[src/rtl/analog_pkg.sv]
/* shared widths, sample/code types and bus map for the analog top level
   imported by every rtl block that needs a type or constant from here */

package analog_pkg;

  // ----------------------------------------------------------
  // data path widths and types
  // ----------------------------------------------------------
  localparam int ADC_W = 14;  // converter sample width
  localparam int SUM_W = 15;  // asg + pid before clamp
  localparam int BUS_W = 32;  // system bus addr/data

  typedef logic signed [ADC_W-1:0] adc_sample_t;  // two's complement
  typedef logic        [ADC_W-1:0] dac_code_t;    // neg-slope offset code
  typedef logic        [BUS_W-1:0] bus_word_t;
  typedef logic        [7:0]       led_t;

  // ----------------------------------------------------------
  // system bus region decode
  // ----------------------------------------------------------
  localparam int REGION_N   = 8;
  localparam int REGION_LSB = 20;  // region field lives in addr[22:20]
  localparam int REGION_MSB = 22;

  typedef logic [REGION_MSB-REGION_LSB:0] region_t;

  localparam region_t HK_REGION = region_t'(0);  // housekeeping slot

  // housekeeping byte offsets, compared against addr below the region field
  localparam logic [REGION_LSB-1:0] HK_ID_OFS   = 'h00;  // read only
  localparam logic [REGION_LSB-1:0] HK_LOOP_OFS = 'h04;  // bit 0 = digital loop
  localparam logic [REGION_LSB-1:0] HK_LED_OFS  = 'h08;  // led pattern

endpackage
[src/rtl/analog_top.sv]
/* analog top level: ADC front end, DAC back end, bus decoder and
   housekeeping registers, all on adc_clk; generator/controller via ports */

`timescale 1ns/1ps

module analog_top import analog_pkg::*; #(
  parameter bus_word_t HK_ID = 32'h0A11_0001  // passed to housekeeping
) (
  input  logic        adc_clk,
  input  logic        reset_i,
  // ADC pins, low two bits unused on a 14-bit part
  input  logic [15:0] adc_dat_a_i,
  input  logic [15:0] adc_dat_b_i,
  // generator and controller values
  input  adc_sample_t asg_a_i,
  input  adc_sample_t asg_b_i,
  input  adc_sample_t pid_a_i,
  input  adc_sample_t pid_b_i,
  // converted samples
  output adc_sample_t adc_a_o,
  output adc_sample_t adc_b_o,
  // DAC pins
  output dac_code_t   dac_a_o,
  output dac_code_t   dac_b_o,
  // system bus
  input  bus_word_t   sys_addr_i,
  input  bus_word_t   sys_wdata_i,
  input  logic [3:0]  sys_sel_i,
  input  logic        sys_wen_i,
  input  logic        sys_ren_i,
  output bus_word_t   sys_rdata_o,
  output logic        sys_ack_o,
  // status LEDs
  output led_t        led_o
);

  // ----------------------------------------------------------
  // local signals
  // ----------------------------------------------------------
  adc_sample_t sum_a;      // clamped dac sums, loopback source
  adc_sample_t sum_b;
  logic        loop_en;    // digital loop from housekeeping
  logic        hk_wen;
  logic        hk_ren;
  bus_word_t   hk_rdata;
  logic        hk_ack;

  // ----------------------------------------------------------
  // analog path
  // ----------------------------------------------------------
  adc_front i_adc_front (
    .adc_clk   (adc_clk),
    .reset_i   (reset_i),
    .raw_a_i   (adc_dat_a_i[15:2]),  // msb-aligned 14 bits
    .raw_b_i   (adc_dat_b_i[15:2]),
    .loop_en_i (loop_en),
    .loop_a_i  (sum_a),
    .loop_b_i  (sum_b),
    .adc_a_o   (adc_a_o),
    .adc_b_o   (adc_b_o)
  );

  dac_back i_dac_back (
    .adc_clk (adc_clk),
    .reset_i (reset_i),
    .asg_a_i (asg_a_i),
    .asg_b_i (asg_b_i),
    .pid_a_i (pid_a_i),
    .pid_b_i (pid_b_i),
    .sum_a_o (sum_a),
    .sum_b_o (sum_b),
    .dac_a_o (dac_a_o),
    .dac_b_o (dac_b_o)
  );

  // ----------------------------------------------------------
  // system bus
  // ----------------------------------------------------------
  sys_bus_decoder i_sys_bus_decoder (
    .adc_clk     (adc_clk),
    .reset_i     (reset_i),
    .sys_addr_i  (sys_addr_i),
    .sys_wen_i   (sys_wen_i),
    .sys_ren_i   (sys_ren_i),
    .sys_rdata_o (sys_rdata_o),
    .sys_ack_o   (sys_ack_o),
    .hk_wen_o    (hk_wen),
    .hk_ren_o    (hk_ren),
    .hk_rdata_i  (hk_rdata),
    .hk_ack_i    (hk_ack)
  );

  housekeeping_regs #(
    .HK_ID (HK_ID)
  ) i_housekeeping_regs (
    .adc_clk   (adc_clk),
    .reset_i   (reset_i),
    .addr_i    (sys_addr_i),   // full address, block looks at offset
    .wdata_i   (sys_wdata_i),
    .sel_i     (sys_sel_i),
    .wen_i     (hk_wen),
    .ren_i     (hk_ren),
    .rdata_o   (hk_rdata),
    .ack_o     (hk_ack),
    .loop_en_o (loop_en),
    .led_o     (led_o)
  );

endmodule

[src/rtl/housekeeping_regs.sv]
/* housekeeping register block on bus region 0: ID word, digital loop
   enable and LED pattern; every strobe is acknowledged one cycle later */

`timescale 1ns/1ps

module housekeeping_regs import analog_pkg::*; #(
  parameter bus_word_t HK_ID = 32'h0A11_0001  // board/design identifier
) (
  input  logic       adc_clk,
  input  logic       reset_i,
  // bus slave port
  input  bus_word_t  addr_i,
  input  bus_word_t  wdata_i,
  input  logic [3:0] sel_i,     // byte selects
  input  logic       wen_i,
  input  logic       ren_i,
  output bus_word_t  rdata_o,
  output logic       ack_o,
  // configuration outputs
  output logic       loop_en_o,
  output led_t       led_o
);

  logic [REGION_LSB-1:0] ofs;  // offset inside the region
  logic                  loop_en_q;
  led_t                  led_q;

  assign ofs = addr_i[REGION_LSB-1:0];

  // ----------------------------------------------------------
  // writable registers
  // ----------------------------------------------------------
  // both fields sit in byte 0, so only sel_i[0] matters
  always_ff @(posedge adc_clk) begin
    if (reset_i) begin
      loop_en_q <= 1'b0;
      led_q     <= '0;
    end else if (wen_i && sel_i[0]) begin
      if (ofs == HK_LOOP_OFS)
        loop_en_q <= wdata_i[0];
      if (ofs == HK_LED_OFS)
        led_q <= wdata_i[7:0];
      // writes to the ID or unmapped offsets are dropped
    end
  end

  // ----------------------------------------------------------
  // read data and acknowledge
  // ----------------------------------------------------------
  always_ff @(posedge adc_clk) begin
    if (reset_i)
      ack_o <= 1'b0;
    else
      ack_o <= wen_i | ren_i;  // single-cycle pulse, one after strobe
  end

  // read data lines up with ack
  always_ff @(posedge adc_clk) begin
    if (ren_i) begin
      case (ofs)
        HK_ID_OFS:   rdata_o <= HK_ID;
        HK_LOOP_OFS: rdata_o <= {{(BUS_W-1){1'b0}}, loop_en_q};
        HK_LED_OFS:  rdata_o <= {{(BUS_W-8){1'b0}}, led_q};
        default:     rdata_o <= '0;  // unmapped reads as zero
      endcase
    end
  end

  assign loop_en_o = loop_en_q;
  assign led_o     = led_q;

endmodule

[src/rtl/sys_bus_decoder.sv]
/* system bus decoder: splits the address space into eight regions, steers
   the strobes to housekeeping and answers the free regions with zero data */

`timescale 1ns/1ps

module sys_bus_decoder import analog_pkg::*; (
  input  logic      adc_clk,
  input  logic      reset_i,
  // master side
  input  bus_word_t sys_addr_i,
  input  logic      sys_wen_i,
  input  logic      sys_ren_i,
  output bus_word_t sys_rdata_o,
  output logic      sys_ack_o,
  // housekeeping slave, region 0
  output logic      hk_wen_o,
  output logic      hk_ren_o,
  input  bus_word_t hk_rdata_i,
  input  logic      hk_ack_i
);

  region_t             region;
  logic [REGION_N-1:0] cs;                   // one-hot region select
  logic [REGION_N-1:0] ack_vec;              // per-region acknowledge
  bus_word_t           rdata_vec [REGION_N]; // per-region read data
  logic                unused_ack_en;        // free slots may answer

  // ----------------------------------------------------------
  // region select
  // ----------------------------------------------------------
  assign region = sys_addr_i[REGION_MSB:REGION_LSB];
  assign cs     = {{(REGION_N-1){1'b0}}, 1'b1} << region;

  // strobes only reach the slave that owns the address
  assign hk_wen_o = sys_wen_i & cs[HK_REGION];
  assign hk_ren_o = sys_ren_i & cs[HK_REGION];

  // hold off the free-slot ack until reset is released
  always_ff @(posedge adc_clk) begin
    if (reset_i)
      unused_ack_en <= 1'b0;
    else
      unused_ack_en <= 1'b1;
  end

  // ----------------------------------------------------------
  // slave responses
  // ----------------------------------------------------------
  for (genvar r = 0; r < REGION_N; r++) begin : g_region
    if (r == HK_REGION) begin : g_hk
      assign ack_vec[r]   = hk_ack_i;    // one cycle after strobe
      assign rdata_vec[r] = hk_rdata_i;
    end else begin : g_unused
      // nothing behind this slot, ack at once with zero
      assign ack_vec[r]   = unused_ack_en & (sys_wen_i | sys_ren_i);
      assign rdata_vec[r] = '0;
    end
  end

  // ----------------------------------------------------------
  // return mux, follows the current address
  // ----------------------------------------------------------
  assign sys_ack_o   = |(cs & ack_vec);
  assign sys_rdata_o = rdata_vec[region];

endmodule

[src/rtl/dac_back.sv]
/* DAC output stage that adds generator and controller values per channel,
   clamps to 14 bits and registers the negative-slope code for the pins */

`timescale 1ns/1ps

module dac_back import analog_pkg::*; (
  input  logic        adc_clk,
  input  logic        reset_i,
  // generator and controller contributions
  input  adc_sample_t asg_a_i,
  input  adc_sample_t asg_b_i,
  input  adc_sample_t pid_a_i,
  input  adc_sample_t pid_b_i,
  // clamped sums that also feed the loopback
  output adc_sample_t sum_a_o,
  output adc_sample_t sum_b_o,
  // converter codes
  output dac_code_t   dac_a_o,
  output dac_code_t   dac_b_o
);

  logic signed [SUM_W-1:0] sum_a;  // one guard bit for overflow
  logic signed [SUM_W-1:0] sum_b;

  // clamp the widened sum back into the sample range
  function automatic adc_sample_t saturate(input logic signed [SUM_W-1:0] sum);
    logic sgn;
    sgn = sum[SUM_W-1];
    if (sum[SUM_W-1] ^ sum[SUM_W-2])  // top two bits disagree on overflow
      return adc_sample_t'({sgn, {(ADC_W-1){~sgn}}});  // +8191 or -8192
    else
      return sum[ADC_W-1:0];
  endfunction

  // ----------------------------------------------------------
  // summing and saturation
  // ----------------------------------------------------------
  assign sum_a = asg_a_i + pid_a_i;  // operands sign-extend to SUM_W
  assign sum_b = asg_b_i + pid_b_i;

  assign sum_a_o = saturate(sum_a);
  assign sum_b_o = saturate(sum_b);

  // ----------------------------------------------------------
  // output register and neg-slope code conversion
  // ----------------------------------------------------------
  // the same self-inverse bit flip as on the ADC side
  always_ff @(posedge adc_clk) begin
    if (reset_i) begin
      dac_a_o <= 14'h1FFF;  // code for zero output
      dac_b_o <= 14'h1FFF;
    end else begin
      dac_a_o <= {sum_a_o[ADC_W-1], ~sum_a_o[ADC_W-2:0]};
      dac_b_o <= {sum_b_o[ADC_W-1], ~sum_b_o[ADC_W-2:0]};
    end
  end

endmodule

[src/rtl/adc_front.sv]
/* ADC input stage: registers both raw channels, turns the negative-slope
   code into two's complement and swaps in the DAC sums in digital loopback */

`timescale 1ns/1ps

module adc_front import analog_pkg::*; (
  input  logic        adc_clk,
  input  logic        reset_i,
  // raw converter bits, already sliced to 14
  input  dac_code_t   raw_a_i,
  input  dac_code_t   raw_b_i,
  // loopback from the dac side
  input  logic        loop_en_i,
  input  adc_sample_t loop_a_i,
  input  adc_sample_t loop_b_i,
  // samples to the rest of the system
  output adc_sample_t adc_a_o,
  output adc_sample_t adc_b_o
);

  dac_code_t   raw_a_q;  // input registers, ideally packed into the IOB
  dac_code_t   raw_b_q;
  adc_sample_t conv_a;
  adc_sample_t conv_b;

  // ----------------------------------------------------------
  // input capture
  // ----------------------------------------------------------
  always_ff @(posedge adc_clk) begin
    if (reset_i) begin
      raw_a_q <= '0;
      raw_b_q <= '0;
    end else begin
      raw_a_q <= raw_a_i;
      raw_b_q <= raw_b_i;
    end
  end

  // ----------------------------------------------------------
  // format conversion and loop select
  // ----------------------------------------------------------
  // keep msb, flip the rest -> two's complement
  assign conv_a = adc_sample_t'({raw_a_q[ADC_W-1], ~raw_a_q[ADC_W-2:0]});
  assign conv_b = adc_sample_t'({raw_b_q[ADC_W-1], ~raw_b_q[ADC_W-2:0]});

  // loopback path is unregistered, follows the current sums
  assign adc_a_o = loop_en_i ? loop_a_i : conv_a;
  assign adc_b_o = loop_en_i ? loop_b_i : conv_b;

endmodule

[config.mk]
export PLATFORM = sky130hd
export DESIGN_NAME = analog_top
export DESIGN_NICKNAME = d
export VERILOG_FILES = /design/src/rtl/analog_pkg.sv /design/src/rtl/analog_top.sv /design/src/rtl/housekeeping_regs.sv /design/src/rtl/sys_bus_decoder.sv /design/src/rtl/dac_back.sv /design/src/rtl/adc_front.sv
export SDC_FILE = /design/constraint.sdc
export NUM_CORES = 1
export LEC_CHECK = 0
export BUFFER_PORTS_ARGS = -buffer_cell sky130_fd_sc_hd__buf_2
export CELL_PAD_IN_SITES_DETAIL_PLACEMENT = 1
export CELL_PAD_IN_SITES_GLOBAL_PLACEMENT = 2
export CORE_ASPECT_RATIO = 0.5
export CORE_MARGIN = 2
export CORE_UTILIZATION = 26
export CTS_BUF_LIST = sky130_fd_sc_hd__clkbuf_8 sky130_fd_sc_hd__clkbuf_16
export DETAILED_ROUTE_END_ITERATION = 16
export PLACE_DENSITY_LB_ADDON = 0.1
export SETUP_SLACK_MARGIN = 0.15
export SYNTH_ARGS = -nofsm -noshare
export SYNTH_HDL_FRONTEND = slang
export SYNTH_SLANG_ARGS = --single-unit
[constraint.sdc]
create_clock -name adc_clk -period 9.76 [get_ports adc_clk]
set_clock_uncertainty 0.1 [all_clocks]
set_input_delay 2.928 -clock adc_clk [delete_from_list [all_inputs] [get_ports adc_clk]]
set_output_delay 2.928 -clock adc_clk [all_outputs]
set_load 0.02 [all_outputs]
==> impl_summary.txt <==
----------------------------------------------------
[Status]
  Outcome ... completed

[Synth]
  Dominant synthesized flop cell ... dfxtp_1
  Async SR Flop Fraction ... 0%
  Number of instances in the synthesized netlist ... between 400 and 500
  Register bit total from synthesis ... between 70 and 80
  Number of enable flip-flop cells after synthesis ... 9
  Netlist area before placement ... approximately 4300 um^2
  Number of distinct library cells after synthesis ... 59
  Syn Area/Cell ... around 9.4 um^2
  Post-synthesis sequential area ratio ... around 37%
  YS warnings ... 0

[Final layout]
  Area growth from synthesis to layout ... 33.4%
  Antenna diode instance count ... 0
  Fraction of final layout cells with drive strength greater than 1 ... 37.7%
  Fin util ... a little over a third
  Most common library cell in the layout ignoring fill and taps ... buf_2
  FILL cells ... approximately 2000
  # nets final ... ~840
  Most frequent cells in the layout ... 196 x buf_2, 66 x dfxtp_1, 43 x a21oi_1, 39 x nor2b_1, 28 x ha_1

[Routing]
  Per-cell routed wire length ... between 10 and 15 um
  DRC errors left ... 0
  Total Wirelength ... approximately 13000 um
  DR iter-0 viols ... 115
  Detailed Routing Iterations Pass 1 ... 4
  DRT antenna net count ... 0
  Via count of the routed design ... 3800
  Via count normalized by instance count ... 4.32

[Global route]
  Maximum number of pins on one net before global-route repair ... 66
  Aggregate global-route resource usage ... 14.4%
  Via count of the first global-routing pass ... ~3700
  Global-route wire length before repair ... slightly below 20000 um
  Aggregate global routing overflow ... 0
  Number of antenna violations at the first check in global routing ... 0

[Floorplanning]
  Top-Level Pins ... around 260
  Die X-Extent ... ~190 um
  DIE HEIGHT ... roughly 95 um
  Die outline area ... approximately 18000 um^2
  Core region area ... ~16000 um^2
  Number of placement rows ... 33
  Initial cell density of the core ... about a quarter

[Job]
  Number of max-cap violations ... 0

[Timing]
  Aggregate negative setup slack ... 0 ns
  Final hold viol count ... 0
  Time the worst path needs with I/O delays and setup ... 8.84 ns
  Min Hold Slack ... 0.407 ns
  Achievable frequency ... around 110 MHz
  Transition at the pin with the smallest max-transition slack ... approximately 0.9 ns
  Final worst-path cycle share ... about nine tenths
  Worst slew margin relative to its limit ... roughly two fifths
  Number of endpoints failing setup at the final stage ... 0
  RSZ-0062 raised after global routing ... no
  Fin. max-slew vios ... 0
  Setup WS post-layout ... between 0.9 and 1 ns

[Critical path]
  Maximum fanout count along the critical path ... 14
  Depth of the worst register-to-register path ... 2
  Endpoint class of the critical path ... output port
  Slack of the worst reg-to-reg path ... between 8 and 9 ns
  Arrival time of the worst setup path ... 5.81 ns
  End of the worst register-to-register path ... i_housekeeping_regs.rdata_o[0]$_DFFE_PP_
  Launch instance of the worst register-to-register path ... i_housekeeping_regs.loop_en_o$_SDFFE_PP0P_
  Data required time of the worst path ... around 6.7 ns
  Path type of the worst setup path ... in2out
  Type of origin of the critical path ... input pin

[CTS]
  Post-CTS clock slew at the launch and capture registers of the worst setup and hold paths ... about 0.060 ns
  CTS sink cnt ... 76
  CTS buffer count ... 9
  Post-CTS Hold Fix Bufs ... 0
  Max Root-Sink Buffers ... 2
  H-Tree Depth ... 3
  Root Buffer ... clkbuf_16
  Later-pin clock latency in the skew report ... between 0.3 and 0.4 ns
  Clock tree from TritonCTS ... built
  Number of instances resized during post-cts repair ... 0
  Number of buffers inserted to repair setup after CTS ... 0

[Hold path]
  Beginning of the worst hold path ... i_housekeeping_regs.led_o[7]$_SDFFE_PP0P_
  Hold Crit Endpoint ... i_housekeeping_regs.led_o[7]$_SDFFE_PP0P_
  Worst hold path depth ... 2
  Type of the most critical hold path ... reg2reg

[Place]
  Post-DP HPWL ... 10300 um
  Number of input and output port buffers inserted ... just under 200
  GPL Wtd Cong ... 0.760
  Dpl ws ... 0.870 ns

[Power]
  Overall power ... around 1000 uW
  Power Density ... between 150 and 200 nW/um^2
  Maximum vdd ir drop ... 87.9 uV
  Static Leakage ... ~0.0027 uW

----------------------------------------------------
-- worst max-delay path, stage by stage --
cell and delay (ns):
buf_2 0.10, ha_1 0.21, fa_1 0.41, a21o_1 0.21, a311o_1 0.37, a21boi_1 0.26
a211oi_1 0.19, o211ai_1 0.20, buf_4 0.23, and2_0 0.39, a21oi_1 0.12, buf_2 0.19
-- sequential cells by signal, summed over array words and instances (netlist names) --
signal,count
i_adc_front.raw_a_q,14
i_housekeeping_regs.rdata_o,9
i_adc_front.raw_b_q,14
i_dac_back.dac_b_o,14
i_housekeeping_regs.loop_en_o,1
i_sys_bus_decoder.unused_ack_en,1
i_housekeeping_regs.led_o,8
i_dac_back.dac_a_o,14
i_housekeeping_regs.ack_o,1
-- metal layers --
metal  routed length (um)  global-route usage (%)  share of wire (%)
met1                 6150                    19.1                 48
met2                 5910                    24.0                 46
met3                  752                    3.13                5.8
met4                  123                    3.54               0.95
met5                    0                       0                  0
-- worst max path at each step --
stage | startpoint | endpoint | cells after the start
2_1_floorplan | asg_a_i[0] | adc_a_o[7] | 10
3_3_place_gp | asg_b_i[0] | adc_b_o[6] | 11
3_5_place_dp | asg_b_i[6] | adc_b_o[6] | 10
4_1_cts | asg_b_i[6] | adc_b_o[6] | 10
5_1_grt | asg_a_i[0] | adc_a_o[8] | 12
6_report | asg_a_i[0] | adc_a_o[8] | 12
-- where the power goes --
part / leakage, uW / switching, uW / internal [uW] / total [uW]
Sequential: 0.000627 / 5.69 / 343 / 349
Clock: 0.000171 / 130 / 255 / 384
Combinational: 0.00186 / 160 / 105 / 265
-- Yosys cell counts, types with 4 or more instances --
master | number | area [um^2]
dfxtp_1 | 67 | 1340
a21oi_1 | 43 | 215
nor2b_1 | 39 | 244
ha_1 | 28 | 350
mux2i_1 | 25 | 250
buf_4 | 23 | 173
nand2_1 | 22 | 82.6
nor2_1 | 22 | 82.6
a21o_1 | 17 | 128
xnor2_1 | 16 | 140
or2_2 | 15 | 93.8
clkbuf_1 | 12 | 45.0
o21ai_0 | 12 | 60.1
and2_1 | 11 | 68.8
edfxtp_1 | 9 | 270
and2_2 | 7 | 52.6
nand3_1 | 7 | 35.0
a31oi_1 | 6 | 37.5
inv_1 | 6 | 22.5
xor2_1 | 6 | 52.6
buf_2 | 5 | 25.0
nand2b_1 | 4 | 25.0
nand4_1 | 4 | 25.0
-- through the flow --
stage / instances / instance area, um^2
floorplan: 479 / 4380
detailed placement: 864 / 5410
global placement: 864 / 5410
CTS: 880 / 5750
finish: 880 / 5750
global route: 880 / 5750
-- final cells by class --
class	instances	area [um^2]	share of cell area, %
inverter	6	22.5	0.392
timing repair buffer	199	1000	17.5
sequential	76	1610	28.1
tap	227	284	4.94
multi-input combinational	356	2480	43.2
clock inverter	6	103	1.78
clock buffer	10	239	4.16
-- logic make-up after synthesis --
logic type	count (synthesis)	share of synthesized area, %
adder cells (fa/ha/maj)	32	9.52
flip-flops	76	37.4
AO/OA/AOI/OAI	102	15.1
XOR/XNOR	22	4.47
buffers and inverters	47	6.62
AND/OR/NAND/NOR	152	20.3
other	1	0.0870
multiplexers	28	6.59
Power figures use the tool's default switching activity.
